===== src/hdl/axil_pkg.sv =====
// AXI4-Lite types for a 32-bit data, 32-bit address bus; no IDs, bursts or prot
`default_nettype none

package axil_pkg;

  typedef logic [31:0] axil_addr_t;
  typedef logic [31:0] axil_data_t;
  typedef logic [3:0]  axil_strb_t;
  typedef logic [1:0]  axil_resp_t;

  localparam axil_resp_t RESP_OKAY   = 2'd0;
  localparam axil_resp_t RESP_SLVERR = 2'd2;
  localparam axil_resp_t RESP_DECERR = 2'd3;

  localparam axil_strb_t WSTRB_ALL = 4'hF;  // All four byte lanes

  // Single-word request from the sequencer
  typedef struct packed {
    logic       write;
    axil_addr_t addr;
    axil_data_t data;
    axil_strb_t strb;
  } bus_req_t;

  // Read data is zero for writes
  typedef struct packed {
    axil_data_t data;
    axil_resp_t resp;
  } bus_rsp_t;

endpackage

`default_nettype wire


===== src/hdl/cmd_pkg.sv =====
// Command protocol shared by the collector and sequencer; header is always three 32-bit words
`default_nettype none

package cmd_pkg;

  typedef logic [31:0] word_t;     // Stream and register word
  typedef logic [15:0] cmd_code_t;
  typedef logic [15:0] cmd_flags_t;

  // Command codes, anything else is unrecognized
  localparam cmd_code_t CMD_PING  = 16'd0;
  localparam cmd_code_t CMD_WRITE = 16'd1;
  localparam cmd_code_t CMD_READ  = 16'd2;

  // Bit positions in cmd_flags_t
  localparam int FLAG_CFG_SPACE  = 0;  // Target the master's own registers
  localparam int FLAG_ADDR_FIXED = 1;  // No address increment

  // Word 0 = {command, flags}, word 1 = count, word 2 = address
  typedef struct packed {
    cmd_code_t  command;
    cmd_flags_t flags;
    word_t      count;
    word_t      address;
  } cmd_hdr_t;

  // Status word, bit 0 first from the bottom
  typedef struct packed {
    logic [22:0] unused;
    logic        unrec;
    logic [1:0]  bus_status;  // Worst AXI response of the command
    logic        cfg_read;
    logic        cfg_write;
    logic        read;
    logic        write;
    logic        ping;
    logic        complete;
  } cmd_status_t;

  localparam int HDR_WORDS = 3;

  // Configuration space map
  localparam word_t CFG_ADDR_FLAGS = 32'd0;
  localparam word_t CFG_ADDR_WSTRB = 32'd1;
  localparam int    CFG_FLAG_WR_RESP = 0;  // Status word after bus writes

endpackage

`default_nettype wire

===== src/hdl/cmd_master_top.sv =====
// Single clock, one AXI4-Lite transaction in flight; host must hold ingress words until taken
`timescale 1ns/1ps
`default_nettype none

module cmd_master_top (
  input  logic                 clk,
  input  logic                 w_rst,
  // Host ingress
  input  logic                 i_in_valid,
  input  cmd_pkg::word_t       i_in_data,
  output logic                 o_in_ready,
  // Host egress
  output logic                 o_out_valid,
  output cmd_pkg::word_t       o_out_data,
  output logic                 o_out_last,
  input  logic                 i_out_ready,
  // AXI4-Lite master
  output logic                 o_awvalid,
  output axil_pkg::axil_addr_t o_awaddr,
  input  logic                 i_awready,
  output logic                 o_wvalid,
  output axil_pkg::axil_data_t o_wdata,
  output axil_pkg::axil_strb_t o_wstrb,
  input  logic                 i_wready,
  input  logic                 i_bvalid,
  input  axil_pkg::axil_resp_t i_bresp,
  output logic                 o_bready,
  output logic                 o_arvalid,
  output axil_pkg::axil_addr_t o_araddr,
  input  logic                 i_arready,
  input  logic                 i_rvalid,
  input  axil_pkg::axil_data_t i_rdata,
  input  axil_pkg::axil_resp_t i_rresp,
  output logic                 o_rready
);
  import cmd_pkg::*;
  import axil_pkg::*;

  logic       hdr_valid;
  cmd_hdr_t   hdr;
  logic       pay_valid;
  word_t      pay_data;
  logic       pay_ready;
  logic       cmd_done;

  logic       req_valid;
  logic       req_ready;
  bus_req_t   req;
  logic       rsp_valid;
  bus_rsp_t   rsp;

  logic       cfg_we;
  word_t      cfg_addr;
  word_t      cfg_wdata;
  word_t      cfg_rdata;
  logic       wr_resp_en;
  axil_strb_t wstrb_mask;

  hdr_collector hdr_collector_inst (
    .clk         (clk),
    .w_rst       (w_rst),
    .i_in_valid  (i_in_valid),
    .i_in_data   (i_in_data),
    .o_in_ready  (o_in_ready),
    .o_hdr_valid (hdr_valid),
    .o_hdr       (hdr),
    .o_pay_valid (pay_valid),
    .o_pay_data  (pay_data),
    .i_pay_ready (pay_ready),
    .i_cmd_done  (cmd_done)
  );

  cmd_sequencer cmd_sequencer_inst (
    .clk          (clk),
    .w_rst        (w_rst),
    .i_hdr_valid  (hdr_valid),
    .i_hdr        (hdr),
    .i_pay_valid  (pay_valid),
    .i_pay_data   (pay_data),
    .o_pay_ready  (pay_ready),
    .o_cmd_done   (cmd_done),
    .o_req_valid  (req_valid),
    .o_req        (req),
    .i_req_ready  (req_ready),
    .i_rsp_valid  (rsp_valid),
    .i_rsp        (rsp),
    .o_cfg_we     (cfg_we),
    .o_cfg_addr   (cfg_addr),
    .o_cfg_wdata  (cfg_wdata),
    .i_cfg_rdata  (cfg_rdata),
    .i_wr_resp_en (wr_resp_en),
    .o_out_valid  (o_out_valid),
    .o_out_data   (o_out_data),
    .o_out_last   (o_out_last),
    .i_out_ready  (i_out_ready)
  );

  axil_port axil_port_inst (
    .clk         (clk),
    .w_rst       (w_rst),
    .i_req_valid (req_valid),
    .i_req       (req),
    .o_req_ready (req_ready),
    .o_rsp_valid (rsp_valid),
    .o_rsp       (rsp),
    .i_wstrb     (wstrb_mask),
    .o_awvalid   (o_awvalid),
    .o_awaddr    (o_awaddr),
    .i_awready   (i_awready),
    .o_wvalid    (o_wvalid),
    .o_wdata     (o_wdata),
    .o_wstrb     (o_wstrb),
    .i_wready    (i_wready),
    .i_bvalid    (i_bvalid),
    .i_bresp     (i_bresp),
    .o_bready    (o_bready),
    .o_arvalid   (o_arvalid),
    .o_araddr    (o_araddr),
    .i_arready   (i_arready),
    .i_rvalid    (i_rvalid),
    .i_rdata     (i_rdata),
    .i_rresp     (i_rresp),
    .o_rready    (o_rready)
  );

  master_cfg_regs master_cfg_regs_inst (
    .clk          (clk),
    .w_rst        (w_rst),
    .i_we         (cfg_we),
    .i_addr       (cfg_addr),
    .i_wdata      (cfg_wdata),
    .o_rdata      (cfg_rdata),
    .o_wr_resp_en (wr_resp_en),
    .o_wstrb      (wstrb_mask)
  );

endmodule

`default_nettype wire


===== src/hdl/master_cfg_regs.sv =====
// Two registers at config addresses 0 and 1; other addresses read zero and ignore writes
`timescale 1ns/1ps
`default_nettype none

module master_cfg_regs (
  input  logic                 clk,
  input  logic                 w_rst,
  input  logic                 i_we,
  input  cmd_pkg::word_t       i_addr,
  input  cmd_pkg::word_t       i_wdata,
  output cmd_pkg::word_t       o_rdata,
  output logic                 o_wr_resp_en,
  output axil_pkg::axil_strb_t o_wstrb
);
  import cmd_pkg::*;
  import axil_pkg::*;

  logic       wr_resp_q;  // Flags register, only one bit implemented
  axil_strb_t wstrb_q;

  assign o_wr_resp_en = wr_resp_q;
  assign o_wstrb      = wstrb_q;

  always_ff @(posedge clk) begin
    if (w_rst) begin
      wr_resp_q <= 1'b0;
      wstrb_q   <= WSTRB_ALL;
    end else if (i_we) begin
      case (i_addr)
        CFG_ADDR_FLAGS: wr_resp_q <= i_wdata[CFG_FLAG_WR_RESP];
        CFG_ADDR_WSTRB: wstrb_q   <= i_wdata[$bits(axil_strb_t)-1:0];
        default: ;
      endcase
    end
  end

  // Read port follows the address in the same cycle
  always_comb begin
    o_rdata = '0;
    case (i_addr)
      CFG_ADDR_FLAGS: o_rdata[CFG_FLAG_WR_RESP] = wr_resp_q;
      CFG_ADDR_WSTRB: o_rdata[$bits(axil_strb_t)-1:0] = wstrb_q;
      default: o_rdata = '0;
    endcase
  end

endmodule

`default_nettype wire


===== src/hdl/axil_port.sv =====
// One AXI4-Lite single-beat access at a time; takes a request only when idle
`timescale 1ns/1ps
`default_nettype none

module axil_port (
  input  logic                 clk,
  input  logic                 w_rst,
  input  logic                 i_req_valid,
  input  axil_pkg::bus_req_t   i_req,
  output logic                 o_req_ready,
  output logic                 o_rsp_valid,
  output axil_pkg::bus_rsp_t   o_rsp,
  input  axil_pkg::axil_strb_t i_wstrb,
  output logic                 o_awvalid,
  output axil_pkg::axil_addr_t o_awaddr,
  input  logic                 i_awready,
  output logic                 o_wvalid,
  output axil_pkg::axil_data_t o_wdata,
  output axil_pkg::axil_strb_t o_wstrb,
  input  logic                 i_wready,
  input  logic                 i_bvalid,
  input  axil_pkg::axil_resp_t i_bresp,
  output logic                 o_bready,
  output logic                 o_arvalid,
  output axil_pkg::axil_addr_t o_araddr,
  input  logic                 i_arready,
  input  logic                 i_rvalid,
  input  axil_pkg::axil_data_t i_rdata,
  input  axil_pkg::axil_resp_t i_rresp,
  output logic                 o_rready
);

  typedef enum logic [2:0] {ST_IDLE, ST_WRITE, ST_BRESP, ST_RADDR, ST_RDATA} port_state_t;

  port_state_t state;
  logic        accept;

  assign o_req_ready = (state == ST_IDLE);
  assign accept      = i_req_valid & o_req_ready;

  always_ff @(posedge clk) begin
    if (w_rst) begin
      state       <= ST_IDLE;
      o_awvalid   <= 1'b0;
      o_wvalid    <= 1'b0;
      o_bready    <= 1'b0;
      o_arvalid   <= 1'b0;
      o_rready    <= 1'b0;
      o_rsp_valid <= 1'b0;
    end else begin
      o_rsp_valid <= 1'b0;
      case (state)
        ST_IDLE: begin
          if (accept && i_req.write) begin
            o_awvalid <= 1'b1;
            o_wvalid  <= 1'b1;
            state     <= ST_WRITE;
          end else if (accept) begin
            o_arvalid <= 1'b1;
            state     <= ST_RADDR;
          end
        end
        ST_WRITE: begin
          // Address and data may be taken in either order
          if (i_awready) o_awvalid <= 1'b0;
          if (i_wready)  o_wvalid  <= 1'b0;
          if ((i_awready || !o_awvalid) && (i_wready || !o_wvalid)) begin
            o_bready <= 1'b1;
            state    <= ST_BRESP;
          end
        end
        ST_BRESP: begin
          if (i_bvalid) begin
            o_bready    <= 1'b0;
            o_rsp_valid <= 1'b1;
            state       <= ST_IDLE;
          end
        end
        ST_RADDR: begin
          if (i_arready) begin
            o_arvalid <= 1'b0;
            o_rready  <= 1'b1;
            state     <= ST_RDATA;
          end
        end
        ST_RDATA: begin
          if (i_rvalid) begin
            o_rready    <= 1'b0;
            o_rsp_valid <= 1'b1;
            state       <= ST_IDLE;
          end
        end
        default: state <= ST_IDLE;
      endcase
    end
  end

  always_ff @(posedge clk) begin
    if (accept) begin
      o_awaddr <= i_req.addr;
      o_araddr <= i_req.addr;
      o_wdata  <= i_req.data;
      o_wstrb  <= i_req.strb & i_wstrb;  // Config mask limits the lanes
    end
    if (state == ST_BRESP && i_bvalid) o_rsp <= '{data: '0, resp: i_bresp};
    if (state == ST_RDATA && i_rvalid) o_rsp <= '{data: i_rdata, resp: i_rresp};
  end

endmodule

`default_nettype wire


===== src/hdl/cmd_sequencer.sv =====
// Runs one command at a time; status word goes last, except bus writes with the response off
`timescale 1ns/1ps
`default_nettype none

module cmd_sequencer (
  input  logic               clk,
  input  logic               w_rst,
  input  logic               i_hdr_valid,
  input  cmd_pkg::cmd_hdr_t  i_hdr,
  input  logic               i_pay_valid,
  input  cmd_pkg::word_t     i_pay_data,
  output logic               o_pay_ready,
  output logic               o_cmd_done,
  output logic               o_req_valid,
  output axil_pkg::bus_req_t o_req,
  input  logic               i_req_ready,
  input  logic               i_rsp_valid,
  input  axil_pkg::bus_rsp_t i_rsp,
  output logic               o_cfg_we,
  output cmd_pkg::word_t     o_cfg_addr,
  output cmd_pkg::word_t     o_cfg_wdata,
  input  cmd_pkg::word_t     i_cfg_rdata,
  input  logic               i_wr_resp_en,
  output logic               o_out_valid,
  output cmd_pkg::word_t     o_out_data,
  output logic               o_out_last,
  input  logic               i_out_ready
);
  import cmd_pkg::*;
  import axil_pkg::*;

  typedef enum logic [2:0] {
    S_IDLE, S_BUS_WR, S_BUS_RD, S_CFG_WR, S_CFG_RD, S_DROP, S_STATUS
  } seq_state_t;

  seq_state_t  state;
  word_t       addr_q;
  word_t       cnt_q;       // Words still to move
  logic [2:0]  step_q;      // 0, 1 or 4
  cmd_status_t status_q;
  cmd_status_t hdr_status;
  logic        cfg_sel;
  logic        rsp_wait;
  logic        bus_busy;
  logic        words_left;
  logic        out_free;
  logic        pay_take;
  logic        wr_issue;
  logic        rd_issue;
  logic        load_rd;
  logic        load_cfg;
  logic        load_sts;

  assign cfg_sel    = i_hdr.flags[FLAG_CFG_SPACE];
  assign bus_busy   = o_req_valid | rsp_wait;
  assign words_left = (cnt_q != '0);
  assign out_free   = ~o_out_valid | i_out_ready;

  // Status bits known from the header alone
  always_comb begin
    hdr_status          = '0;
    hdr_status.complete = 1'b1;
    case (i_hdr.command)
      CMD_PING: hdr_status.ping = 1'b1;
      CMD_WRITE: begin
        hdr_status.write     = ~cfg_sel;
        hdr_status.cfg_write = cfg_sel;
      end
      CMD_READ: begin
        hdr_status.read     = ~cfg_sel;
        hdr_status.cfg_read = cfg_sel;
      end
      default: hdr_status.unrec = 1'b1;
    endcase
  end

  always_comb begin
    case (state)
      S_BUS_WR:         o_pay_ready = words_left & ~bus_busy;
      S_CFG_WR, S_DROP: o_pay_ready = words_left;
      default:          o_pay_ready = 1'b0;
    endcase
  end

  assign pay_take = o_pay_ready & i_pay_valid;
  assign wr_issue = (state == S_BUS_WR) & pay_take;
  // Egress must be empty so the read data has a place to land
  assign rd_issue = (state == S_BUS_RD) & words_left & ~bus_busy & ~o_out_valid;
  assign load_rd  = (state == S_BUS_RD) & i_rsp_valid;
  assign load_cfg = (state == S_CFG_RD) & words_left & out_free;
  assign load_sts = (state == S_STATUS) & ~o_out_valid;

  assign o_cfg_we    = (state == S_CFG_WR) & pay_take;
  assign o_cfg_addr  = addr_q;
  assign o_cfg_wdata = i_pay_data;

  always_ff @(posedge clk) begin
    if (w_rst) begin
      state       <= S_IDLE;
      cnt_q       <= '0;
      o_req_valid <= 1'b0;
      rsp_wait    <= 1'b0;
      o_out_valid <= 1'b0;
      o_out_last  <= 1'b0;
      o_cmd_done  <= 1'b0;
    end else begin
      o_cmd_done <= 1'b0;
      if (o_out_valid && i_out_ready) begin
        o_out_valid <= 1'b0;
        o_out_last  <= 1'b0;
      end
      if (o_req_valid && i_req_ready) begin
        o_req_valid <= 1'b0;
        rsp_wait    <= 1'b1;
      end
      if (i_rsp_valid) rsp_wait <= 1'b0;
      if (wr_issue || rd_issue) o_req_valid <= 1'b1;
      if (pay_take || rd_issue || load_cfg) cnt_q <= cnt_q - 32'd1;
      if (load_rd || load_cfg || load_sts) begin
        o_out_valid <= 1'b1;
        o_out_last  <= load_sts;
      end

      case (state)
        S_IDLE: begin
          if (i_hdr_valid) begin
            cnt_q <= i_hdr.count;
            if (hdr_status.ping)           state <= S_STATUS;
            else if (hdr_status.write)     state <= S_BUS_WR;
            else if (hdr_status.read)      state <= S_BUS_RD;
            else if (hdr_status.cfg_write) state <= S_CFG_WR;
            else if (hdr_status.cfg_read)  state <= S_CFG_RD;
            else                           state <= S_DROP;
          end
        end
        S_BUS_WR: begin
          if (!words_left && !bus_busy) begin
            if (i_wr_resp_en) begin
              state <= S_STATUS;
            end else begin
              o_cmd_done <= 1'b1;  // Silent write
              state      <= S_IDLE;
            end
          end
        end
        S_BUS_RD, S_CFG_WR, S_CFG_RD, S_DROP: begin
          if (!words_left && !bus_busy) state <= S_STATUS;
        end
        S_STATUS: begin
          if (o_out_valid && o_out_last && i_out_ready) begin
            o_cmd_done <= 1'b1;
            state      <= S_IDLE;
          end
        end
        default: state <= S_IDLE;
      endcase
    end
  end

  always_ff @(posedge clk) begin
    if (state == S_IDLE && i_hdr_valid) begin
      addr_q   <= i_hdr.address;
      status_q <= hdr_status;
      if (i_hdr.flags[FLAG_ADDR_FIXED]) step_q <= 3'd0;
      else                              step_q <= cfg_sel ? 3'd1 : 3'd4;
    end else if (pay_take || rd_issue || load_cfg) begin
      addr_q <= addr_q + word_t'(step_q);
    end
    if (i_rsp_valid && i_rsp.resp > status_q.bus_status) begin
      status_q.bus_status <= i_rsp.resp;  // Keep the worst
    end
    if (wr_issue) begin
      o_req <= '{write: 1'b1, addr: addr_q, data: i_pay_data, strb: WSTRB_ALL};
    end else if (rd_issue) begin
      o_req <= '{write: 1'b0, addr: addr_q, data: '0, strb: '0};
    end
    if (load_rd)       o_out_data <= i_rsp.data;
    else if (load_cfg) o_out_data <= i_cfg_rdata;
    else if (load_sts) o_out_data <= status_q;
  end

endmodule

`default_nettype wire


===== src/hdl/hdr_collector.sv =====
// Takes one header word per cycle; payload length is not checked here, the sequencer ends it
`timescale 1ns/1ps
`default_nettype none

module hdr_collector (
  input  logic              clk,
  input  logic              w_rst,
  input  logic              i_in_valid,
  input  cmd_pkg::word_t    i_in_data,
  output logic              o_in_ready,
  output logic              o_hdr_valid,
  output cmd_pkg::cmd_hdr_t o_hdr,
  output logic              o_pay_valid,
  output cmd_pkg::word_t    o_pay_data,
  input  logic              i_pay_ready,
  input  logic              i_cmd_done
);
  import cmd_pkg::*;

  typedef enum logic [1:0] {ST_HDR, ST_ANNOUNCE, ST_PAYLOAD} col_state_t;

  col_state_t state;
  col_state_t state_nxt;
  logic [1:0] word_cnt;
  logic       hdr_rdy_q;  // Ready while gathering the header
  logic       take_hdr;
  cmd_hdr_t   hdr_q;

  assign take_hdr    = hdr_rdy_q & i_in_valid;
  assign o_in_ready  = hdr_rdy_q | ((state == ST_PAYLOAD) & i_pay_ready);
  assign o_hdr_valid = (state == ST_ANNOUNCE);
  assign o_hdr       = hdr_q;
  assign o_pay_valid = (state == ST_PAYLOAD) & i_in_valid;
  assign o_pay_data  = i_in_data;

  always_comb begin
    state_nxt = state;
    case (state)
      ST_HDR:      if (take_hdr && word_cnt == 2'(HDR_WORDS - 1)) state_nxt = ST_ANNOUNCE;
      ST_ANNOUNCE: state_nxt = ST_PAYLOAD;
      ST_PAYLOAD:  if (i_cmd_done) state_nxt = ST_HDR;
      default:     state_nxt = ST_HDR;
    endcase
  end

  always_ff @(posedge clk) begin
    if (w_rst) begin
      state     <= ST_HDR;
      word_cnt  <= '0;
      hdr_rdy_q <= 1'b0;
    end else begin
      state     <= state_nxt;
      hdr_rdy_q <= (state_nxt == ST_HDR);
      if (take_hdr) begin
        word_cnt <= (word_cnt == 2'(HDR_WORDS - 1)) ? 2'd0 : word_cnt + 2'd1;
      end
    end
  end

  // First word ends up in the top 32 bits
  always_ff @(posedge clk) begin
    if (take_hdr) hdr_q <= {hdr_q[63:0], i_in_data};
  end

endmodule

`default_nettype wire


===== config.mk =====
export PLATFORM = sky130hd
export DESIGN_NAME = cmd_master_top
export DESIGN_NICKNAME = d
export VERILOG_FILES = /design/src/hdl/axil_pkg.sv /design/src/hdl/cmd_pkg.sv /design/src/hdl/cmd_master_top.sv /design/src/hdl/master_cfg_regs.sv /design/src/hdl/axil_port.sv /design/src/hdl/cmd_sequencer.sv /design/src/hdl/hdr_collector.sv
export SDC_FILE = /design/constraint.sdc
export NUM_CORES = 1
export LEC_CHECK = 0
export CORE_AREA = 3 3 179 198
export CTS_CLUSTER_DIAMETER = 60
export DETAILED_ROUTE_END_ITERATION = 10
export DIE_AREA = 0 0 182 201
export DONT_BUFFER_PORTS = 1
export MAX_ROUTING_LAYER = met4
export PLACE_DENSITY = 0.76
export SYNTH_ARGS = -nofsm -noshare
export SYNTH_HDL_FRONTEND = slang
export SYNTH_HIERARCHICAL = 1
export SYNTH_SLANG_ARGS = --single-unit

===== constraint.sdc =====
create_clock -name clk -period 6.23 [get_ports clk]
set_clock_uncertainty 0.2 [all_clocks]
set_input_delay 0.9345 -clock clk [delete_from_list [all_inputs] [get_ports clk]]
set_output_delay 0.9345 -clock clk [all_outputs]
set_load 0.01 [all_outputs]

* After elaboration in Yosys (flattened, before gate mapping)
Cells that the tools add are included.
Word-level totals: register bits after elaboration 387, bits of input ports 77, output and inout bits 140, logic and storage cells 225
Operators by class: $add $sub $neg 3, $lt $le $gt $ge 1, eq/ne operators 30, muxes and demuxes 73, bitwise gates (word level) 22, reductions and logical operators 54
Operators with widths (count):
- $mux W32 | 8
- $mux W68 | 2
- $mux W34 | 2
- $mux W3 | 17
- $add A32 B3 Y32 | 1
- $eq A32 B1 Y1 const B | 1
- $logic_not A32 Y1 | 1
- $reduce_bool A32 Y1 | 1
- $sub A32 B1 Y32 const B | 1
- $mux W1 | 27
- $ne A2 B2 Y1 const B | 10
- $reduce_bool A2 Y1 | 10
- $pmux W1 S2 | 9
- $eq A16 B1 Y1 const B | 1
- $eq A16 B2 Y1 const B | 1
- $logic_not A16 Y1 | 1
- $and A1 B1 Y1 | 15
- $pmux W3 S5 | 1
- $eq A3 B2 Y1 const B | 4
- $eq A3 B3 Y1 const B | 4
- $logic_and A1 B1 Y1 | 12
- $pmux W3 S4 | 1
- $reduce_and A3 Y1 | 4
- $mux W2 | 4
- 23 further kinds | 45

* Longest topological paths before layout
Gate-level depths: netlist (run 1).
depth after elaboration 10, mapped depth 12, mapped depth without buffers 10

* By module
Netlist (run 1), hierarchy kept.
By module, submodules not included:
- cmd_sequencer | times used 1, cells an instance 805, area each 8763.4 sq um, seq. area each 4964.8 sq um
- axil_port | times used 1, cells an instance 226, area each 4033.9 sq um, seq. area each 3243.1 sq um
- hdr_collector | times used 1, cells an instance 151, area each 3363.2 sq um, seq. area each 2982.9 sq um
- master_cfg_regs | times used 1, cells an instance 70, area each 539.3 sq um, seq. area each 100.1 sq um

* Worst setup path after synthesis (run 1)
No wires, ideal clock.
path type flip-flop to flip-flop, from reg axil_port_inst.state[2], to reg axil_port_inst.state[1], library setup time 0.082 ns, data arrival time 4.856 ns, required time 5.948 ns, path slack 1.091 ns, cell stages (with the launch flop) 5, buffers on the path 1, clock period less this slack 5.139 ns, cells stage by stage dfxtp_1 -> buf_4 -> nor4b_2 -> nand2b_1 -> a31oi_1
On the way: longest elaborated chain between the ends 5, elaborated cells on any way between the ends 15, classes of those cells eq/ne (9); mux (2); bitwise (1); reduce/logical (3)
Ends and longest elaborated chain:
- start: declaration | line axil_port.sv:35 | port_state_t state;
- start signal: assignment | line axil_port.sv:43 | state <= ST_IDLE;
- start signal: assignment | line axil_port.sv:57 | state <= ST_WRITE;
- start signal: assignment | line axil_port.sv:60 | state <= ST_RADDR;
- $logic_not A3 Y1 | line axil_port.sv:38, axil_port.sv:52
- $and A1 B1 Y1 | line axil_port.sv:39 | assign accept = i_req_valid & o_req_ready;
- $logic_and A1 B1 Y1 | line axil_port.sv:54 | if (accept && i_req.write) begin
- $ne A3 B3 Y1 (no source line) or $mux W3 (tied branches)
- $reduce_and A5 Y1 (no source line) or $pmux W3 S5 (tied branches)
Parallel ways exist; a longest one is shown, timed or not. A chain may end at the register's enable or synchronous reset.

* Worst setup path in the final report (run 1)
from reg cmd_sequencer_inst.cnt_q[3], to out o_in_ready
On the way: longest elaborated chain between the ends 5
Ends and longest elaborated chain:
- start: declaration | line cmd_sequencer.sv:38 | word_t cnt_q;
- start signal: assignment | line cmd_sequencer.sv:118 | if (pay_take || rd_issue || load_cfg) cnt_q <= cnt_q - 32'd1;
- start signal: assignment | line cmd_sequencer.sv:127 | cnt_q <= i_hdr.count;
- $reduce_bool A32 Y1 (*) | line cmd_sequencer.sv:56 | assign words_left = (cnt_q != '0);
- $and A1 B1 Y1 | line cmd_sequencer.sv:79 | S_BUS_WR: o_pay_ready = words_left & ~bus_busy;
- $pmux W1 S2 (*) | line cmd_sequencer.sv:78 | case (state)
- named net pay_ready | line cmd_master_top.sv:43 | logic pay_ready;
- $and A1 B1 Y1 (*) | line hdr_collector.sv:30 | assign o_in_ready = hdr_rdy_q | ((state == ST_PAYLOAD) & i_pay_ready);
- $or A1 B1 Y1 (*) | line hdr_collector.sv:30
- end: declaration | line cmd_master_top.sv:11 | output logic o_in_ready,
The timed path passes the listed nets; every way through them passes the cells marked *.

==> metrics, run 1 <==
status finished clean; root buffer cell clkbuf_16; vias in the first global route 8,740; drt pass-1 iters 5; Max Cap Viol 0; NumNets Final 1,219; Final setup violation count 0; Final Wtd Congestion 0.840; r2r startpoint cmd_sequencer_inst/cnt_q[0]; CP required 5.10 ns; Worst Setup EP o_in_ready; first-pass GRT wire length 49,000 microns; CTS Sinks 382; Max Clk Rate between 200 and 300 MHz; commonest non-fill, non-tap cell in the layout edfxtp_1; post-synthesis cell area 16,100 sq um; Power Total 8.10 mW; Synth-to-Final Area Change 5.61%; worst-path fanout max 12; DIE AREA ~37,000 sq um; # DRC 0; Starting Density 48.0%; Worst R2R Path Depth 8; hold buffers post-CTS 0; core area 33,500 sq um; final period utilization 62.6%; Clock Tree Buf Depth 3; Final ANT Viol Nets 0; Slew Limit Fails 0; final hold viol count 0; Lkg Pwr 5.72 nW; FP Rows 70; normalized max-slew margin 20.9%; total track usage approximately 17%; Worst Max-Slew Pin Slew about 1.2 ns; most frequent cells in the layout edfxtp_1, and2_1, nor2_1, nand2_1, dfxtp_1; TritonCTS clock tree built; initial drt markers around 660; Pwr per Cell Area about 480 nW/um^2; routed len/inst just under 20 microns; clock latency on the worst-skew pair 0.53 ns; unrepaired setup endpoints after global routing no; initial antenna violation count 1; Die Y between 200 and 250 microns; largest net degree at the start of global routing 88; Ys Warns 6; CTS Buf Count 39; R2R setup slack 2.39 ns; Post-DP HPWL 21,400 microns; Die X 182 microns; Tightest Hold Check Type reg2reg; # resized after CTS 0; worst r2r dst cmd_sequencer_inst/o_out_data[2]; CP startpoint cmd_sequencer_inst/cnt_q[3]; vias 8,832; CP Capture Type primary output; VDD IR max 0.446 mV; CP Launch Type register; Reg clk slew, reported paths about 0.06 ns; H-tree depth 2; syn_area_per_cell 13.3 sq um; critical path type reg2out; Fin Setup TNS 0 ns; fin crit period just under 4 ns; Post-CTS Repair Setup Buffers 0; # IOs 217; Port Buffers 0; number of vias per cell 5.52; Routed Wire Length 31,500 microns; Worst Path Arrival 2.77 ns; layout cell share with drive strength beyond 1 7.04%; grt total ovfl 0; post-synthesis instance total 1,210
-- metal layers --
layer,GRT usage (%),vias to the layer above,routed length [microns]
met1,22.0,4300,13000
met4,6.39,0,888
met5,-,-,0
li1,-,4148,-
met3,3.64,52,2150
met2,27.8,332,15500
-- how the worst min path moves through the flow --
stage / start / end / depth (start not counted)
detailed placement: cmd_sequencer_inst/o_req[34] / axil_port_inst/o_wdata[30] / 0
finish: cmd_sequencer_inst/o_req[14] / axil_port_inst/o_wdata[10] / 0
global placement: cmd_sequencer_inst/o_req[41] / axil_port_inst/o_araddr[5] / 0
CTS: cmd_sequencer_inst/o_req[34] / axil_port_inst/o_wdata[30] / 0
global route: cmd_sequencer_inst/o_req[14] / axil_port_inst/o_wdata[10] / 0
floorplan: cmd_sequencer_inst/o_req[36] / axil_port_inst/o_araddr[0] / 0
-- registers in the layout (all words and copies together) (netlist names), 2 cells and up --
name	cells
cmd_sequencer_inst/state	3
axil_port_inst/state	3
cmd_sequencer_inst/cnt_q	32
axil_port_inst/o_wdata	32
cmd_sequencer_inst/status_q	8
axil_port_inst/o_rsp	34
axil_port_inst/o_araddr	32
axil_port_inst/o_wstrb	4
cmd_sequencer_inst/step_q	2
cmd_sequencer_inst/o_cfg_addr	32
master_cfg_regs_inst/o_wstrb	4
hdr_collector_inst/o_hdr	82
hdr_collector_inst/word_cnt	2
hdr_collector_inst/state	2
cmd_sequencer_inst/o_req	65
cmd_sequencer_inst/o_out_data	32
-- worst max-delay path, stage by stage, from the launching register on --
cell	delay [ns]
dfxtp_1	0.35
nor4_2	0.64
nand4_1	0.27
or2_2	0.47
nand2_1	0.13
a211oi_1	0.06
a31o_2	0.30
-- final cells by class --
cell class / instances / area (sq um)
Antenna cell: 3 / 7.51
Clock buffer: 53 / 1030
Clock inverter: 17 / 118
Fill cell: 2790 / 16500
Inverter: 20 / 75.1
Multi-Input combinational cell: 685 / 4280
Sequential cell: 382 / 10900
Tap cell: 432 / 541
Timing Repair Buffer: 7 / 52.6
-- power by group --
| group | internal, mW | switching, mW |
|---|---|---|
| sequential | 3.32 | 0.394 |
| clock | 1.20 | 0.921 |
| combinational | 0.802 | 1.47 |
| total | 5.32 | 2.78 |
-- through the flow --
step,hold WS [ns],setup WS [ns],cell area (sq um),std cells,utilization (%)
floorplan,0.200,1.09,16200,1237,-
global placement,0.203,2.54,15800,1526,47.3
detailed placement,0.205,2.35,15800,1526,47.3
CTS,0.219,2.31,17000,1596,50.7
global route,0.224,2.07,17000,1596,50.7
finish,0.217,2.33,17000,1599,50.7
No activity file was read; power rests on OpenSTA's default activity.
==> run 2: changes to the inputs <==
==> constraint.sdc (replaced) <==
create_clock -name clk -period 4.1 [get_ports clk]
set_clock_uncertainty 0.2 [all_clocks]
set_input_delay 0.615 -clock clk [delete_from_list [all_inputs] [get_ports clk]]
set_output_delay 0.615 -clock clk [all_outputs]
set_load 0.01 [all_outputs]
==> metrics, run 2 (same netlist as run 1, synthesis figures left out) <==
total track usage 17.5%; DIE AREA 36,600 sq um; CP Launch Type register; CTS Sinks 382; slowest stage delay, CP 0.46 ns; DP Worst Slack between 0.7 and 0.8 ns; initial drt markers 596; Post-CTS Repair Setup Buffers 0; Max Cap Viol 0; routed len/inst 19.3 microns; Starting Density 48.0%; Post-DP HPWL roughly 21,000 microns; critical path type reg2out; M1 wire length around 13,000 microns; final period utilization 87.4%; Port Buffers 0; CP Capture Type primary output; WL met3 2160 microns; Routed Wire Length 31,600 microns; Fin Setup TNS 0 ns; NumNets Final 1,258; # DRC 0; Crit path depth 8; Final ANT Viol Nets 0; r2r startpoint cmd_sequencer_inst/cnt_q[0]; vias ~9k; grt total ovfl 0; commonest non-fill, non-tap cell in the layout edfxtp_1; layout cell share with drive strength beyond 1 7.81%; number of vias per cell approximately 5.4; Seq. cell area ~11,000 sq um; most frequent cells in the layout edfxtp_1, and2_1, nor2_1, nand2_1, dfxtp_1; Die X roughly 180 microns; FP Rows 70; TritonCTS clock tree built; CP delay by family, top simple AND/OR/NAND/NOR gates; hold depth 2; root buffer cell clkbuf_16; Die Y 201 microns; Worst Path Arrival around 2.8 ns; area of the multi-input gates 4280 sq um; VDD IR max 0.426 mV; # IOs ~220; vias in the first global route 8,769; Clock Tree Buf Depth 3; status finished clean; H-tree depth 2; CP required 3.28 ns; CP max-delay cell or2_2; max reg flops 82; worst r2r dst cmd_sequencer_inst/o_out_data[30]; normalized max-slew margin 30.2%; Final Wtd Congestion 0.843; non-filler cells, final 1,638; Top Layer Used met4; hold buffers post-CTS 33; initial antenna violation count 0; final hold viol count 0; Inst Count DP about 1.5k; worst-path fanout max 12; worst path bufs/invs 1; CTS Buf Count 39; Slew Limit Fails 0; Worst R2R Path Depth 9; largest net degree at the start of global routing between 70 and 80; Tightest Hold Check Type in2reg; Reg clk slew, reported paths 0.06 ns; Synth-to-Final Area Change 8.72%; filler cell count 2,766; first-pass GRT wire length 49,100 microns; unrepaired setup endpoints after global routing no; fin crit period 3.58 ns; Final setup violation count 0; Max Clk Rate ~280 MHz; Worst Max-Slew Pin Slew 1.04 ns; Worst Hold Path EP master_cfg_regs_inst/o_wr_resp_en; WL met2 about 15,000 microns; final worst slack around 0.52 ns; R2R setup slack approximately 0.70 ns; Pwr per Cell Area between 700 and 800 nW/um^2; drt pass-1 iters 5; clock latency on the worst-skew pair between 0.5 and 0.6 ns; # resized after CTS 0; core area roughly 33,000 sq um; Lkg Pwr slightly below 6 nW; cells along the critical path inv_1 -> ha_1 -> nor4b_1 -> nand4_1 -> or2_2 -> nand2_1 -> a211oi_1 -> a31o_2; hold_sp i_in_data[0]
[run 2: changes by cell type in the layout (fill, tap and decap cells not counted), moves of 2 or more]
cell,delta
clkbuf_1,-7
bufinv_16,+2
dlygate4sd3_1,+32
clkbuf_8,+2
clkinv_1,+3
buf_4,+5
[run 2: report_power, final]
group          internal [mW]  total, mW  switching (mW)
combinational           1.25       3.37            2.12
sequential              5.01       5.57           0.566
clock                   2.02       3.44            1.42
[run 2: metrics by stage]
step | util [%] | area (sq um) | power [mW] | hold slack, ns
finish | 52.2 | 17500 | 12.4 | 0.0568
detailed placement | 47.4 | 15900 | 8.30 | 0.205
global placement | 47.4 | 15900 | 8.02 | 0.202
global route | 52.2 | 17500 | 13.0 | 0.0472
CTS | 52.2 | 17500 | 12.5 | 0.0219
floorplan | - | 16200 | 8.35 | 0.200
[run 2: worst max-delay path by stage]
stage,from,to
after floorplan,axil_port_inst/state[1],axil_port_inst/state[1]
after detailed placement,cmd_sequencer_inst/cnt_q[0],cmd_sequencer_inst/o_out_data[30]
after CTS,cmd_sequencer_inst/cnt_q[0],o_in_ready
final,cmd_sequencer_inst/cnt_q[0],o_in_ready
after global placement,cmd_sequencer_inst/cnt_q[0],cmd_sequencer_inst/o_out_data[5]
after global routing,cmd_sequencer_inst/cnt_q[0],o_in_ready
[run 2: area by class of cell]
class,instances,share of cell area [%]
diodes,2,0.0286
clock buffers,49,6.04
clock inverters,22,1.08
inverters,20,0.430
multi-input cells,685,24.5
flip-flops and latches,382,62.2
well taps,432,3.09
repair buffers,46,2.62
[run 2: per-layer routing]
layer	global-route usage, %	up-vias
met5	-	-
met4	6.59	0
met3	3.79	66
met2	27.9	283
met1	21.9	4272
li1	-	4221
